$ cat config.mk
export PLATFORM = sky130hd
export DESIGN_NAME = cps_mmr_flat
export DESIGN_NICKNAME = d
export VERILOG_FILES = /design/src/common/cps_video_pkg.sv /design/src/common/cps_regs_pkg.sv /design/src/common/cfg_bus_if.sv /design/src/hw/cps_mmr.sv /design/src/flat_wrapper.sv
export SDC_FILE = /design/constraint.sdc
export NUM_CORES = 1
export LEC_CHECK = 0
export ABC_AREA = 1
export BUFFER_PORTS_ARGS = -buffer_cell sky130_fd_sc_hd__buf_2
export CAP_MARGIN = 15
export CORE_ASPECT_RATIO = 0.9
export CORE_MARGIN = 2
export CORE_UTILIZATION = 30
export CTS_CLUSTER_DIAMETER = 60
export DETAILED_ROUTE_END_ITERATION = 10
export PLACE_DENSITY = 0.6
export RECOVER_POWER = 50
export REMOVE_ABC_BUFFERS = 1
export SLEW_MARGIN = 20
export SYNTH_ARGS = -nofsm -noshare
export SYNTH_HDL_FRONTEND = slang
export SYNTH_SLANG_ARGS = --single-unit
$ cat constraint.sdc
create_clock -name clk -period 1.3 [get_ports clk]
set_input_delay 0 -clock clk [delete_from_list [all_inputs] [get_ports clk]]
set_output_delay 0 -clock clk [all_outputs]
set_load 0.005 [all_outputs]
$ cat src/common/cps_video_pkg.sv
package cps_video_pkg;

    // Screen geometry in pixels and lines
    localparam int H_TOTAL   = 512;
    localparam int H_VISIBLE = 384;
    localparam int HS_START  = 432;
    localparam int HS_END    = 463;

    localparam int V_TOTAL   = 262;
    localparam int V_VISIBLE = 224;
    localparam int VS_START  = 240;
    localparam int VS_END    = 242;

    // Mixer, palette read and brightness stages
    localparam int BLNK_DLY = 3;

    typedef logic [8:0]  hcnt_t;
    typedef logic [8:0]  vcnt_t;
    typedef logic [3:0]  nibble_t;
    typedef logic [7:0]  chan_t;

    // Palette number in the upper 5 bits, colour in the lower 4
    typedef logic [8:0]  layer_pxl_t;

    // 0 scroll 1, 1 scroll 2, 2 scroll 3, 3 objects
    typedef logic [1:0]  layer_id_t;

    typedef logic [10:0] pal_idx_t;

    // Brightness, red, green, blue from the top nibble down
    typedef logic [15:0] pal_entry_t;

    localparam nibble_t  COLOUR_TRANSP = 4'd15;
    localparam pal_idx_t BACKDROP_IDX  = '1;

endpackage

$ cat src/common/cps_regs_pkg.sv
package cps_regs_pkg;

    typedef logic [11:0] wb_adr_t;
    typedef logic [15:0] bus_data_t;
    typedef logic [1:0]  byte_sel_t;
    typedef logic [2:0]  reg_addr_t;

    // Address bit 11 selects the palette region
    localparam int PAL_SEL_BIT = 11;

    localparam reg_addr_t REG_LAYER_CTRL  = 3'd0;
    localparam reg_addr_t REG_RASTER_LINE = 3'd1;

    localparam bus_data_t LAYER_CTRL_RESET  = 16'd0;
    // Beyond the last line, so no match after reset
    localparam bus_data_t RASTER_LINE_RESET = 16'd511;

    // Layer enables sit above the four priority fields
    localparam int LC_EN_LSB = 8;

endpackage

$ cat src/common/cfg_bus_if.sv
interface cfg_bus_if;
    import cps_regs_pkg::*;

    wb_adr_t   cfg_addr;
    bus_data_t cfg_wdata;
    byte_sel_t cfg_sel;
    logic      reg_we;
    logic      pal_we;
    bus_data_t reg_rdata;

    modport ctrl (
        output cfg_addr,
        output cfg_wdata,
        output cfg_sel,
        output reg_we,
        output pal_we,
        input  reg_rdata
    );

    modport regs (
        input  reg_we,
        input  cfg_addr,
        input  cfg_wdata,
        input  cfg_sel,
        output reg_rdata
    );

    modport pal (
        input  pal_we,
        input  cfg_addr,
        input  cfg_wdata
    );

endinterface

$ cat src/hw/cps_mmr.sv
module cps_mmr (
    input  logic                    clk,
    input  logic                    rst,
    cfg_bus_if.regs                 cfg,
    input  cps_video_pkg::hcnt_t    hdump,
    input  cps_video_pkg::vcnt_t    vdump,
    output cps_regs_pkg::bus_data_t layer_ctrl,
    output logic                    raster
);
    import cps_video_pkg::*;
    import cps_regs_pkg::*;

    bus_data_t raster_line;
    reg_addr_t reg_sel;
    vcnt_t     next_line;

    function automatic bus_data_t merge_bytes(bus_data_t old, bus_data_t wdata, byte_sel_t sel);
        bus_data_t res;
        res = old;
        if (sel[0]) res[7:0] = wdata[7:0];
        if (sel[1]) res[15:8] = wdata[15:8];
        return res;
    endfunction

    assign reg_sel   = cfg.cfg_addr[2:0];
    assign next_line = (vdump == vcnt_t'(V_TOTAL - 1)) ? '0 : vdump + 1'b1;

    always_comb begin
        case (reg_sel)
            REG_LAYER_CTRL:  cfg.reg_rdata = layer_ctrl;
            REG_RASTER_LINE: cfg.reg_rdata = raster_line;
            default:         cfg.reg_rdata = '0;
        endcase
    end

    always_ff @(posedge clk or posedge rst) begin
        if (rst) begin
            layer_ctrl  <= LAYER_CTRL_RESET;
            raster_line <= RASTER_LINE_RESET;
            raster      <= 1'b0;
        end else begin
            if (cfg.reg_we && reg_sel == REG_LAYER_CTRL)
                layer_ctrl <= merge_bytes(layer_ctrl, cfg.cfg_wdata, cfg.cfg_sel);
            if (cfg.reg_we && reg_sel == REG_RASTER_LINE)
                raster_line <= merge_bytes(raster_line, cfg.cfg_wdata, cfg.cfg_sel);
            // Fires as the counters move to hdump 0 of the programmed line
            raster <= (hdump == hcnt_t'(H_TOTAL - 1)) && (bus_data_t'(next_line) == raster_line);
        end
    end

endmodule

$ cat src/flat_wrapper.sv
// flat-port wrapper written by rule: the top's interface ports become plain ports
module cps_mmr_flat import cps_video_pkg::*; import cps_regs_pkg::*;
  (clk, rst, hdump, vdump, layer_ctrl, raster, cfg_reg_we, cfg_cfg_addr, cfg_cfg_wdata, cfg_cfg_sel, cfg_reg_rdata);
  cfg_bus_if cfg_i ();
  input  logic clk;
  input  logic rst;
  input  cps_video_pkg::hcnt_t hdump;
  input  cps_video_pkg::vcnt_t vdump;
  output cps_regs_pkg::bus_data_t layer_ctrl;
  output logic raster;
  input wire logic [$bits(cfg_i.reg_we)-1:0] cfg_reg_we;
  input wire logic [$bits(cfg_i.cfg_addr)-1:0] cfg_cfg_addr;
  input wire logic [$bits(cfg_i.cfg_wdata)-1:0] cfg_cfg_wdata;
  input wire logic [$bits(cfg_i.cfg_sel)-1:0] cfg_cfg_sel;
  output wire logic [$bits(cfg_i.reg_rdata)-1:0] cfg_reg_rdata;
  assign cfg_i.reg_we = cfg_reg_we;
  assign cfg_i.cfg_addr = cfg_cfg_addr;
  assign cfg_i.cfg_wdata = cfg_cfg_wdata;
  assign cfg_i.cfg_sel = cfg_cfg_sel;
  assign cfg_reg_rdata = cfg_i.reg_rdata;
  cps_mmr u_core (.clk(clk), .rst(rst), .cfg(cfg_i), .hdump(hdump), .vdump(vdump), .layer_ctrl(layer_ctrl), .raster(raster));
endmodule
## After elaboration in Yosys (flattened, before gate mapping)

Index checks and enable logic that the tools add are counted.

| storage, ports and cells | value |
|---|---|
| register bits | 33 |
| input bits | 51 |
| output and inout bits | 33 |
| word-level logic and storage cells | 20 |

| cells by class | value |
|---|---|
| $add $sub $neg | 1 |
| eq/ne operators | 4 |
| multiplexer cells | 2 |
| reductions and logical operators | 8 |

Operator list:

| kind | count |
|---|---|
| $pmux W16 S2 | 1 |
| $eq A9 B9 Y1 const B | 2 |
| $eq A9 B16 Y1 | 1 |
| $add A9 B1 Y9 const B | 1 |
| $mux W9 | 1 |
| $reduce_and A2 Y1 | 4 |
| $eq A3 B1 Y1 const B | 1 |
| $logic_and A1 B1 Y1 | 3 |
| $logic_not A3 Y1 | 1 |

## Depth between registers and ports, before layout

Gate-level depths: netlist of the first run.

| depth | value |
|---|---|
| depth in word-level cells | 4 |
| depth in mapped cells | 11 |
| gate-level depth less buffers | 11 |

## Least setup slack after synthesis of the first run

Ideal clock, no wire load.

| timing | value |
|---|---|
| kind | register to register |
| start point | register u_core.raster_line[12] |
| end point | register u_core.raster |
| setup time | 0.080 ns |
| arrival | 0.991 ns |
| required time | 1.220 ns |
| setup slack | 0.228 ns |
| stages on the path, launching flop included | 10 |
| buffers on the path | 0 |
| clock period less this slack | 1.072 ns |
| path through | dfrtp_1 > inv_1 > nand2_1 > nor3_1 > nand2_1 > nor2_1 > nand2_1 > nor2_1 > nand3_1 > nor3_2 |

| on the way | value |
|---|---|
| cells in the longest elaborated chain, start to end | 2 |

Ends and longest elaborated chain:

| element | RTL line | source |
|---|---|---|
| start, declared | cps_mmr.sv:13 | `bus_data_t raster_line;` |
| start signal, assigned | cps_mmr.sv:45 | `raster_line <= merge_bytes(raster_line, cfg.cfg_wdata, cfg.cfg_sel);` |
| $eq A9 B16 Y1 | cps_mmr.sv:47 | `raster <= (hdump == hcnt_t'(H_TOTAL - 1)) && (bus_data_t'(next_line) == raster_line);` |
| $logic_and A1 B1 Y1 | cps_mmr.sv:47 |  |
| end signal, assigned | cps_mmr.sv:47 |  |
| end, declared | cps_mmr.sv:8 | `output logic raster` |

Every way passes these cells.
A chain may end at the register's enable or synchronous reset.

## Worst setup path after layout of the first run

| timing | value |
|---|---|
| start point | register u_core.raster_line[15] |
| end point | register u_core.raster |

The elaborated chain is that of the path after synthesis.

==> results of run 1 <==
## cell usage in the layout (no fill, tap or decap), types with 3 or more instances in the layout
master | Yosys | final
buf_4 | 2 | 5
clkbuf_8 | 0 | 5
nand2_1 | 61 | 60
clkbuf_1 | 2 | 4
dfstp_2 | 9 | 9
nand3_1 | 13 | 13
dfrtp_1 | 24 | 24
nor2_1 | 20 | 20
o22ai_1 | 12 | 12
a21oi_1 | 12 | 12
nand4_1 | 4 | 4
nor3_2 | 1 | 3
inv_1 | 43 | 42
dlygate4sd3_1 | 0 | 17
o21ai_1 | 5 | 4
buf_2 | 1 | 73
inv_2 | 2 | 3
nand2_2 | 3 | 5
nand3_2 | 3 | 3
o21ai_0 | 17 | 18
## metrics by stage
stage | util, % | cells | hold slack, ns | cell area (um2)
2_1_floorplan | - | 248 | 0.121 | 1910
3_3_place_gp | 39.6 | 417 | 0.120 | 2460
3_5_place_dp | 39.6 | 417 | 0.119 | 2460
5_1_grt | 43.5 | 442 | 0.209 | 2700
6_report | 43.5 | 442 | 0.179 | 2700
4_1_cts | 43.8 | 442 | 0.145 | 2720
## worst max-delay path: stages (launching register included)
cell and delay [ns]:
dfrtp_1 0.37, inv_1 0.08, nand2_2 0.06, nor3_2 0.13, nand2_1 0.08, nor2_1 0.10
nand2_1 0.06, nor2_1 0.08, nand3_1 0.08, nor3_2 0.10
## routing by layer
layer | up-vias | wire [um] | track usage, %
li1 | 1017 | - | -
met1 | 885 | 2500 | 20.3
met2 | 52 | 2370 | 23.7
met3 | 9 | 228 | 2.88
met4 | 0 | 106 | 5.37
met5 | - | 0 | 0
## power breakdown
group / internal (uW) / switching (uW) / total [uW]
registers: 1290 / 132 / 1420
clock network: 379 / 368 / 746
logic: 403 / 450 / 853
## registers in the layout, indices dropped and copies added (netlist names)
| signal | cells |
|---|---|
| u_core.layer_ctrl | 16 |
| u_core.raster_line | 16 |
| u_core.raster | 1 |
## worst paths after layout
kind                       slack [ns]               endpoint  cells after the start
max reg2reg                      0.07          u_core.raster                      9
min in group asynchronous        0.50   u_core.layer_ctrl[3]                      4
max                              0.07          u_core.raster                      9
min                              0.18          u_core.raster                      7
min reg2reg                      0.51  u_core.raster_line[4]                      2
max in group asynchronous        0.28          u_core.raster                      4
## cells by family after synthesis
family | Yosys count | share of synthesized area [%]
AND/OR/NAND/NOR | 115 | 28.6
buffers and inverters | 52 | 10.9
AO/OA/AOI/OAI | 46 | 12.6
flip-flops | 33 | 43.0
multiplexers | 4 | 2.70
XOR/XNOR | 2 | 0.899
adder cells (fa/ha/maj) | 2 | 1.28
## timing repair
item                                    in CTS  in global routing
endpoints found under the setup margin       1                  1
endpoints found under the hold margin       55                  0
cloned                                       0                  0
pin swaps                                    0                  1
resized for setup                            1                  3
buffers inserted                             0                  0
hold buffers                                17                  0
## area by class of cell
cell class	instances	area share, %
tap	87	4.03
multi-input combinational	169	33.1
clock inverter	1	0.278
timing repair buffer	99	22.4
inverter	46	6.43
sequential	33	31.0
clock buffer	7	2.82
==> impl_metrics.yaml, run 1 <==
run_status:
  result_of_the_run: "finished clean"
worst_setup_path:
  arrival_ns: 1.43
  crit_fanout: 2
  cp.required_ns: 1.50
  worst-setup-path-type: "reg2reg"
  worst_setup_path_startpoint: "u_core.raster_line[15]"
  end_kind: "register"
  reg2reg_from: "u_core.raster_line[15]"
  setup.worst_path.start_class: "register"
clock_tree:
  cts_max_path_buffers: 2
  cts_tree: "done"
  clockRootBuffer: "clkbuf_8"
  tritoncts.num_buffers: 5
  path_clk_slew_ns: 0.07
  clk-insertion-delay-late_ns: 0.29
  ctsHtreeMaxLevel: 2
  cts_sinks: 33
logic_synthesis:
  synthDominantAreaCellType: "dfrtp_1"
  seq_area_frac_synth_pct: 43.0
  synth_enable_flop_cells: 0
  count_of_synthesis_stage_warnings_from_yosys: 0
  yosys_register_bits: 33
  dominantRegCellSynth: "dfrtp_1"
  synth.area.top_cells: "dfrtp_1 (31%), dfstp_2 (12%), nand2_1 (12%)"
  syn-cell-area_um2: 1950
  postSynthAreaPerCell_um2: 7.67
  netlist.area_leader.share_pct: 30.8
  synthCells: 254
  synth.most_common_cell: "nand2_1"
  post_synth_num_cell_types: 29
  synth.top_cells.by_count: "nand2_1 (61), inv_1 (43), dfrtp_1 (24)"
  asyncSetResetFlopFracSynth_pct: 100
detailed_routing:
  drt_iter0_markers: 94
  finalWirelength_um: 5210
  routed_via_density: 4.44
  drt_first_pass_iters: 4
  wire_per_inst_um: 11.8
  post-route-drc-count: 0
  antenna_violating_nets_post_route: 0
  total_via_count_in_the_routed_design: 1963
timing:
  postLayoutSetupSlackWorst_ns: 0.0724
  fin_crit_sh_pct: 94.4
  max_slew_margin_pct: 44.9
  slew_violations: 0
  worstMarginPinSlew_ns: 0.827
  timing.final.setup_violations: 0
  timing.fmax_ghz: 0.815
  grt_setup_unrepaired: "true"
  worst_clock_skew_ns: 0.0123
  finalHoldViolations: 0
  final.min_clock_period_ns: 1.23
  fin_tns_setup_ns: 0
power:
  power.leakage_uw: 0.00144
  power_density_nw_per_um2: 1120
  peak_supply_drop_uv: 646
  power_uw: 3020
final_layout:
  fillers: 668
  areaGrowthSynthToFinish_pct: 38.8
  nets: 407
  layout-drive-gt1-share_pct: 33.8
  area_used_by_multi_input_combinational_logic_um2: 895
  antennaDiodeCount: 0
  layout.area.seq_um2: 837
placed_design:
  gpl.final_weighted_congestion: 0.809
  detail_placement_hpwl_um: 3890
  portbufs: 74
  place_ws_ns: 0.0119
global_routing:
  grt_antenna_before_repair: 0
  gr-usage-all-layers_pct: 15.0
  via_count_of_the_first_global_routing_pass: 1857
  global_route.overflow_total: 0
  grt_pass1_wl_um: 8290
  largest_net_degree_at_the_start_of_global_routing: 34
flow_run:
  drv.max_cap_violation_count: 0
die:
  fp.dieArea_um2: 7160
  die_width_um: 88.9
  core_area_um2: 6220
  vertical_extent_of_the_die_um: 80.5
  rows: 27
  design.portCount: 84
  initial_core_util_pct: 31.3
min_path:
  hold_start: "hdump[1]"
  hold_path.class: "in2reg"
Power figures use the tool's default switching activity.
==> run 2, diff against run 1 <==
CORE_UTILIZATION = 47   (was 30)
PLACE_DENSITY = 0.84   (was 0.6)
SLEW_MARGIN = 25   (was 20)
==> run 2 against run 1 <==
Clock skew is 0.0096 ns lower. Sequential power hardly changed. Register-to-register slack worse by 0.04 ns. Critical path type unchanged. Largest cell class unchanged. Highest routed layer unchanged.
==> impl_metrics.yaml, run 2 (same netlist as run 1, synthesis figures left out) <==
timing:
  fin_crit_sh_pct: 97.6
  postLayoutSetupSlackWorst_ns: 0.0308
  timing.fmax_ghz: 0.788
  timing.final.setup_violations: 0
  slew_violations: 0
  max_slew_margin_pct: 45.2
  finalHoldViolations: 0
  worstMarginPinSlew_ns: 0.822
  fin_tns_setup_ns: 0
  grt_setup_unrepaired: "true"
  final.min_clock_period_ns: 1.27
  worst_hold_slack_ns: 0.139
  worst_clock_skew_ns: 0.00274
final_layout:
  biggestRegsByFlops: "u_core.layer_ctrl x16, u_core.raster_line x16, u_core.raster x1"
  antennaDiodeCount: 0
  areaGrowthSynthToFinish_pct: 34.7
  nets: 403
  layout-drive-gt1-share_pct: 32.3
  most_common_library_cell_in_the_layout_ignoring_fill_and_taps: "buf_2"
  fillers: 318
  layout_common_cells: "buf_2 (68), nand2_1 (60), inv_1 (40)"
die:
  vertical_extent_of_the_die_um: 65.1
  core_area_um2: 4020
  fp.dieArea_um2: 4680
  initial_core_util_pct: 48.5
  rows: 22
  design.portCount: 84
  die_width_um: 71.9
worst_setup_path:
  reg2reg_depth: 9
  path_cells: "inv_2 -> nand2_2 -> nor3_2 -> nand2_1 -> nor2_1 -> nand2_1 -> nor2_1 -> nand3_1 -> nor3_2"
  end_kind: "register"
  crit_cells: 9
  setup.worst_path.start_class: "register"
  critical-path-max-stage-delay_ns: 0.37
  worstPathBufferInverterCount: 1
  crit_family: "simple AND/OR/NAND/NOR gates"
  worst-setup-path-type: "reg2reg"
  arrival_ns: 1.48
  critPathSlowestCell: "dfrtp_1"
  crit_fanout: 3
  cp.required_ns: 1.51
power:
  peak_supply_drop_uv: 720
  power.leakage_uw: 0.00142
  power_density_nw_per_um2: 1150
placed_design:
  place_ws_ns: -0.000883
  gpl.final_weighted_congestion: 0.773
  detail_placement_hpwl_um: 3460
  portbufs: 74
detailed_routing:
  post-route-drc-count: 0
  antenna_violating_nets_post_route: 0
  finalWirelength_um: 4840
  drt_iter0_markers: 107
  drt_first_pass_iters: 4
  total_via_count_in_the_routed_design: 2018
  wire_per_inst_um: 12.2
  routed_via_density: 5.07
run_status:
  result_of_the_run: "finished clean"
clock_tree:
  ctsHtreeMaxLevel: 2
  tritoncts.num_buffers: 5
  clk-insertion-delay-late_ns: 0.28
  path_clk_slew_ns: 0.07
  cts_max_path_buffers: 2
  clockRootBuffer: "clkbuf_8"
  cts_tree: "done"
  cts_sinks: 33
global_routing:
  grt_pass1_wl_um: 8020
  via_count_of_the_first_global_routing_pass: 1829
  global_route.overflow_total: 0
  largest_net_degree_at_the_start_of_global_routing: 34
  gr-usage-all-layers_pct: 22.0
  grt_antenna_before_repair: 0
min_path:
  hold_path.class: "in2reg"
  min_path_cells: 4
flow_run:
  drv.max_cap_violation_count: 0
## run 2: cell types whose count changed in the layout (fill, tap and decap cells not counted), sizes merged
| cell | change |
|---|---|
| buf | -8 |
| clkinv | -1 |
| clkbuf | +4 |
## run 2: area by class of cell
| cell class | instances | area [um2] | share of cell area, % |
|---|---|---|---|
| multi-input combinational | 169 | 906 | 34.5 |
| sequential | 33 | 837 | 31.9 |
| inverter | 46 | 174 | 6.63 |
| tap | 48 | 60.1 | 2.29 |
| clock buffer | 7 | 86.3 | 3.29 |
| timing repair buffer | 95 | 561 | 21.4 |
## run 2: worst paths after layout
| check | startpoint | end | slack [ns] |
|---|---|---|---|
| max in group asynchronous | rst | u_core.raster_line[14] | 0.27 |
| setup / recovery | u_core.raster_line[15] | u_core.raster | 0.03 |
| hold reg to reg | u_core.raster_line[1] | u_core.raster_line[1] | 0.52 |
| min in group asynchronous | rst | u_core.layer_ctrl[1] | 0.51 |
| setup reg to reg | u_core.raster_line[15] | u_core.raster | 0.03 |
| hold / removal | cfg_cfg_sel[0] | u_core.layer_ctrl[2] | 0.14 |
## run 2: routing by layer
metal	up-vias	GRT usage (%)	share of wire (%)
met5	-	0	0
met2	63	36.1	50
met3	10	4.35	5.7
met1	943	29.0	43
li1	1002	-	-
met4	0	7.55	1.7
## run 2: timing repair
action                                  in CTS  in global routing
endpoints found under the hold margin       55                  0
buffers inserted                             0                  0
pin swaps                                    0                  2
endpoints found under the setup margin       1                  1
hold buffers                                17                  0
resized for setup                            1                  5
## run 2: power by group
group,switching (uW),leakage [uW],total [uW],internal [uW]
sequential,130,0.000379,1420,1290
combinational,446,0.000993,824,379
clock,352,0.0000443,771,420
total,927,0.00142,3020,2090
## run 2: tightest hold or removal path: cells and delay by family
family,cells,cell delay (ns)
AO/OA/AOI/OAI,1,0.07
AND/OR/NAND/NOR,2,0.20
buffers and inverters,1,0.11
## run 2: per-stage QoR
stage	util [%]	cell area, um2	std cells	power, uW
after global placement	59.0	2370	374	2180
after CTS	65.5	2630	398	3020
final	65.3	2620	398	3020
after global routing	65.3	2620	398	3210
after detailed placement	59.0	2370	374	2210
after floorplan	-	1910	248	1860
==> run 3, diff against run 2 <==
clock period = 1.2 ns   (was 1.3 ns; I/O delays follow)
==> run 3 against run 2 <==
Core utilization is 0.87 points higher. Die area stayed put. Routed wire length increased by 5.5%. Cell area grew 1.3%. Maximum frequency rose by 5.9%. Sequential power rose by 9%. Flip-flop and latch count is the same. Hold slack got worse by 0.017 ns. Setup slack worse by 0.029 ns. First-iteration DRC count is 1.9% higher. Critical path type unchanged.
==> impl_metrics.yaml, run 3 (same netlist as run 1, synthesis figures left out) <==
worst_setup_path:
  cp.required_ns: 1.42
  crit_end: "u_core.raster"
  critPathSlowestCell: "dfrtp_1"
  reg2reg_from: "u_core.raster_line[15]"
  path_cells: "inv_1 -> nand2_2 -> nor3_2 -> nand2_1 -> nor2_1 -> nand2_1 -> nor2_1 -> nand3_1 -> nor3_2"
  arrival_ns: 1.41
  ff2ff_setup_slack_ns: 0.002
  reg2reg_depth: 9
  critical-path-max-stage-delay_ns: 0.36
  setup.worst_path.start_class: "register"
  r2r-end: "u_core.raster"
  end_kind: "register"
  worst_setup_path_startpoint: "u_core.raster_line[15]"
  crit_cells: 9
  worstPathBufferInverterCount: 1
  crit_family: "simple AND/OR/NAND/NOR gates"
  crit_fanout: 2
  worst-setup-path-type: "reg2reg"
placed_design:
  detail_placement_hpwl_um: 3530
  dp_cells: 378
  portbufs: 74
  gpl.final_weighted_congestion: 0.808
detailed_routing:
  antenna_violating_nets_post_route: 0
  routed_via_density: 4.93
  finalWirelength_um: 5110
  post-route-drc-count: 0
  wire_per_inst_um: 12.6
  drt_iter0_markers: 109
  total_via_count_in_the_routed_design: 1992
  drt_first_pass_iters: 4
global_routing:
  met1_usage_pct: 30.0
  gr-usage-met3_pct: 5.13
  gr-usage-all-layers_pct: 23.0
  largest_net_degree_at_the_start_of_global_routing: 34
  grt_pass1_wl_um: 8350
  grt_use_met2_pct: 37.6
  global_route.overflow_total: 0
  via_count_of_the_first_global_routing_pass: 1857
  most_crowded_layer_after_global_routing: "met2"
  grt_antenna_before_repair: 0
final_layout:
  antennaDiodeCount: 0
  layout.area.seq_um2: 837
  instances_no_fill: 404
  biggestRegsByFlops: "u_core.layer_ctrl x16, u_core.raster_line x16, u_core.raster x1"
  area_used_by_multi_input_combinational_logic_um2: 897
  fillers: 336
  areaGrowthSynthToFinish_pct: 36.5
  layout-drive-gt1-share_pct: 36.0
  nets: 408
  layout_common_cells: "buf_2 (74), nand2_1 (61), inv_1 (37)"
  most_common_library_cell_in_the_layout_ignoring_fill_and_taps: "buf_2"
power:
  power.leakage_uw: 0.00145
  power_density_nw_per_um2: 1260
  peak_supply_drop_uv: 1070
die:
  fp.dieArea_um2: 4680
  vertical_extent_of_the_die_um: 65.1
  rows: 22
  design.portCount: 84
  core_area_um2: 4020
  initial_core_util_pct: 48.5
  die_width_um: 71.9
min_path:
  hold_path.class: "in2reg"
timing:
  grt_setup_unrepaired: "true"
  finalHoldViolations: 0
  max_slew_margin_pct: 45.5
  fin_tns_setup_ns: 0
  timing.final.setup_violations: 0
  timing.fmax_ghz: 0.835
  worstMarginPinSlew_ns: 0.818
  worst_clock_skew_ns: 0.00655
  slew_violations: 0
  fin_crit_sh_pct: 99.9
  final.min_clock_period_ns: 1.20
run_status:
  result_of_the_run: "finished clean"
flow_run:
  drv.max_cap_violation_count: 0
clock_tree:
  path_clk_slew_ns: 0.07
  ctsHtreeMaxLevel: 2
  cts_tree: "done"
  cts_sinks: 33
  tritoncts.num_buffers: 5
  cts_max_path_buffers: 2
  clk-insertion-delay-late_ns: 0.29
  clockRootBuffer: "clkbuf_8"
-- run 3: layout make-up --
class,instances,share of cell area (%)
well taps,48,2.26
inverters,46,6.54
repair buffers,100,22.6
flip-flops and latches,33,31.5
multi-input cells,169,33.7
clock buffers,8,3.39
-- run 3: metal layers --
metal,vias to the layer above,wire length [um]
li1,1011,-
met1,908,2220
met2,62,2520
met3,11,259
met4,0,107
met5,-,0
-- run 3: per-stage QoR --
step	instance area (um2)	total power, uW	util (%)	worst slack [ns]	hold WS [ns]
2_1_floorplan	1910	2010	-	0.128	0.121
3_5_place_dp	2400	2420	59.7	-0.0116	0.111
4_1_cts	2670	3320	66.3	-0.00929	0.121
3_3_place_gp	2400	2390	59.7	0.0113	0.111
5_1_grt	2660	3570	66.2	-0.103	0.144
6_report	2660	3360	66.2	0.00169	0.122
-- run 3: tightest hold or removal path, stage by stage --
cell and delay (ns):
buf_2 0.13, inv_2 0.07, nor3b_4 0.05, nand2_1 0.04
o21ai_0 0.07
-- run 3: report_power, final --
part           internal [uW]  switching [uW]  leakage, uW  total, uW
Combinational            447             495      0.00103        943
Clock                    467             400    0.0000455        867
Sequential              1400             148     0.000380       1550
-- run 3: what timing repair did --
item                       CTS  global route
hold buffers                17             0
gates resized for setup      2             9
pin swaps                    0             3
hold endpoints to repair    55             0
setup endpoints to repair    1             6
buffers inserted             0             1
-- run 3: worst min path at each step --
| stage | from | to | slack (ns) | cells past startpoint |
|---|---|---|---|---|
| 3_3_place_gp | rst | u_core.layer_ctrl[1] | 0.11 | 3 |
| 4_1_cts | cfg_cfg_sel[1] | u_core.raster_line[8] | 0.12 | 3 |
| 5_1_grt | cfg_cfg_sel[1] | u_core.raster_line[8] | 0.14 | 3 |
| 3_5_place_dp | rst | u_core.layer_ctrl[1] | 0.11 | 3 |
| 2_1_floorplan | rst | u_core.layer_ctrl[0] | 0.12 | 1 |
| 6_report | cfg_reg_we | u_core.layer_ctrl[2] | 0.12 | 5 |
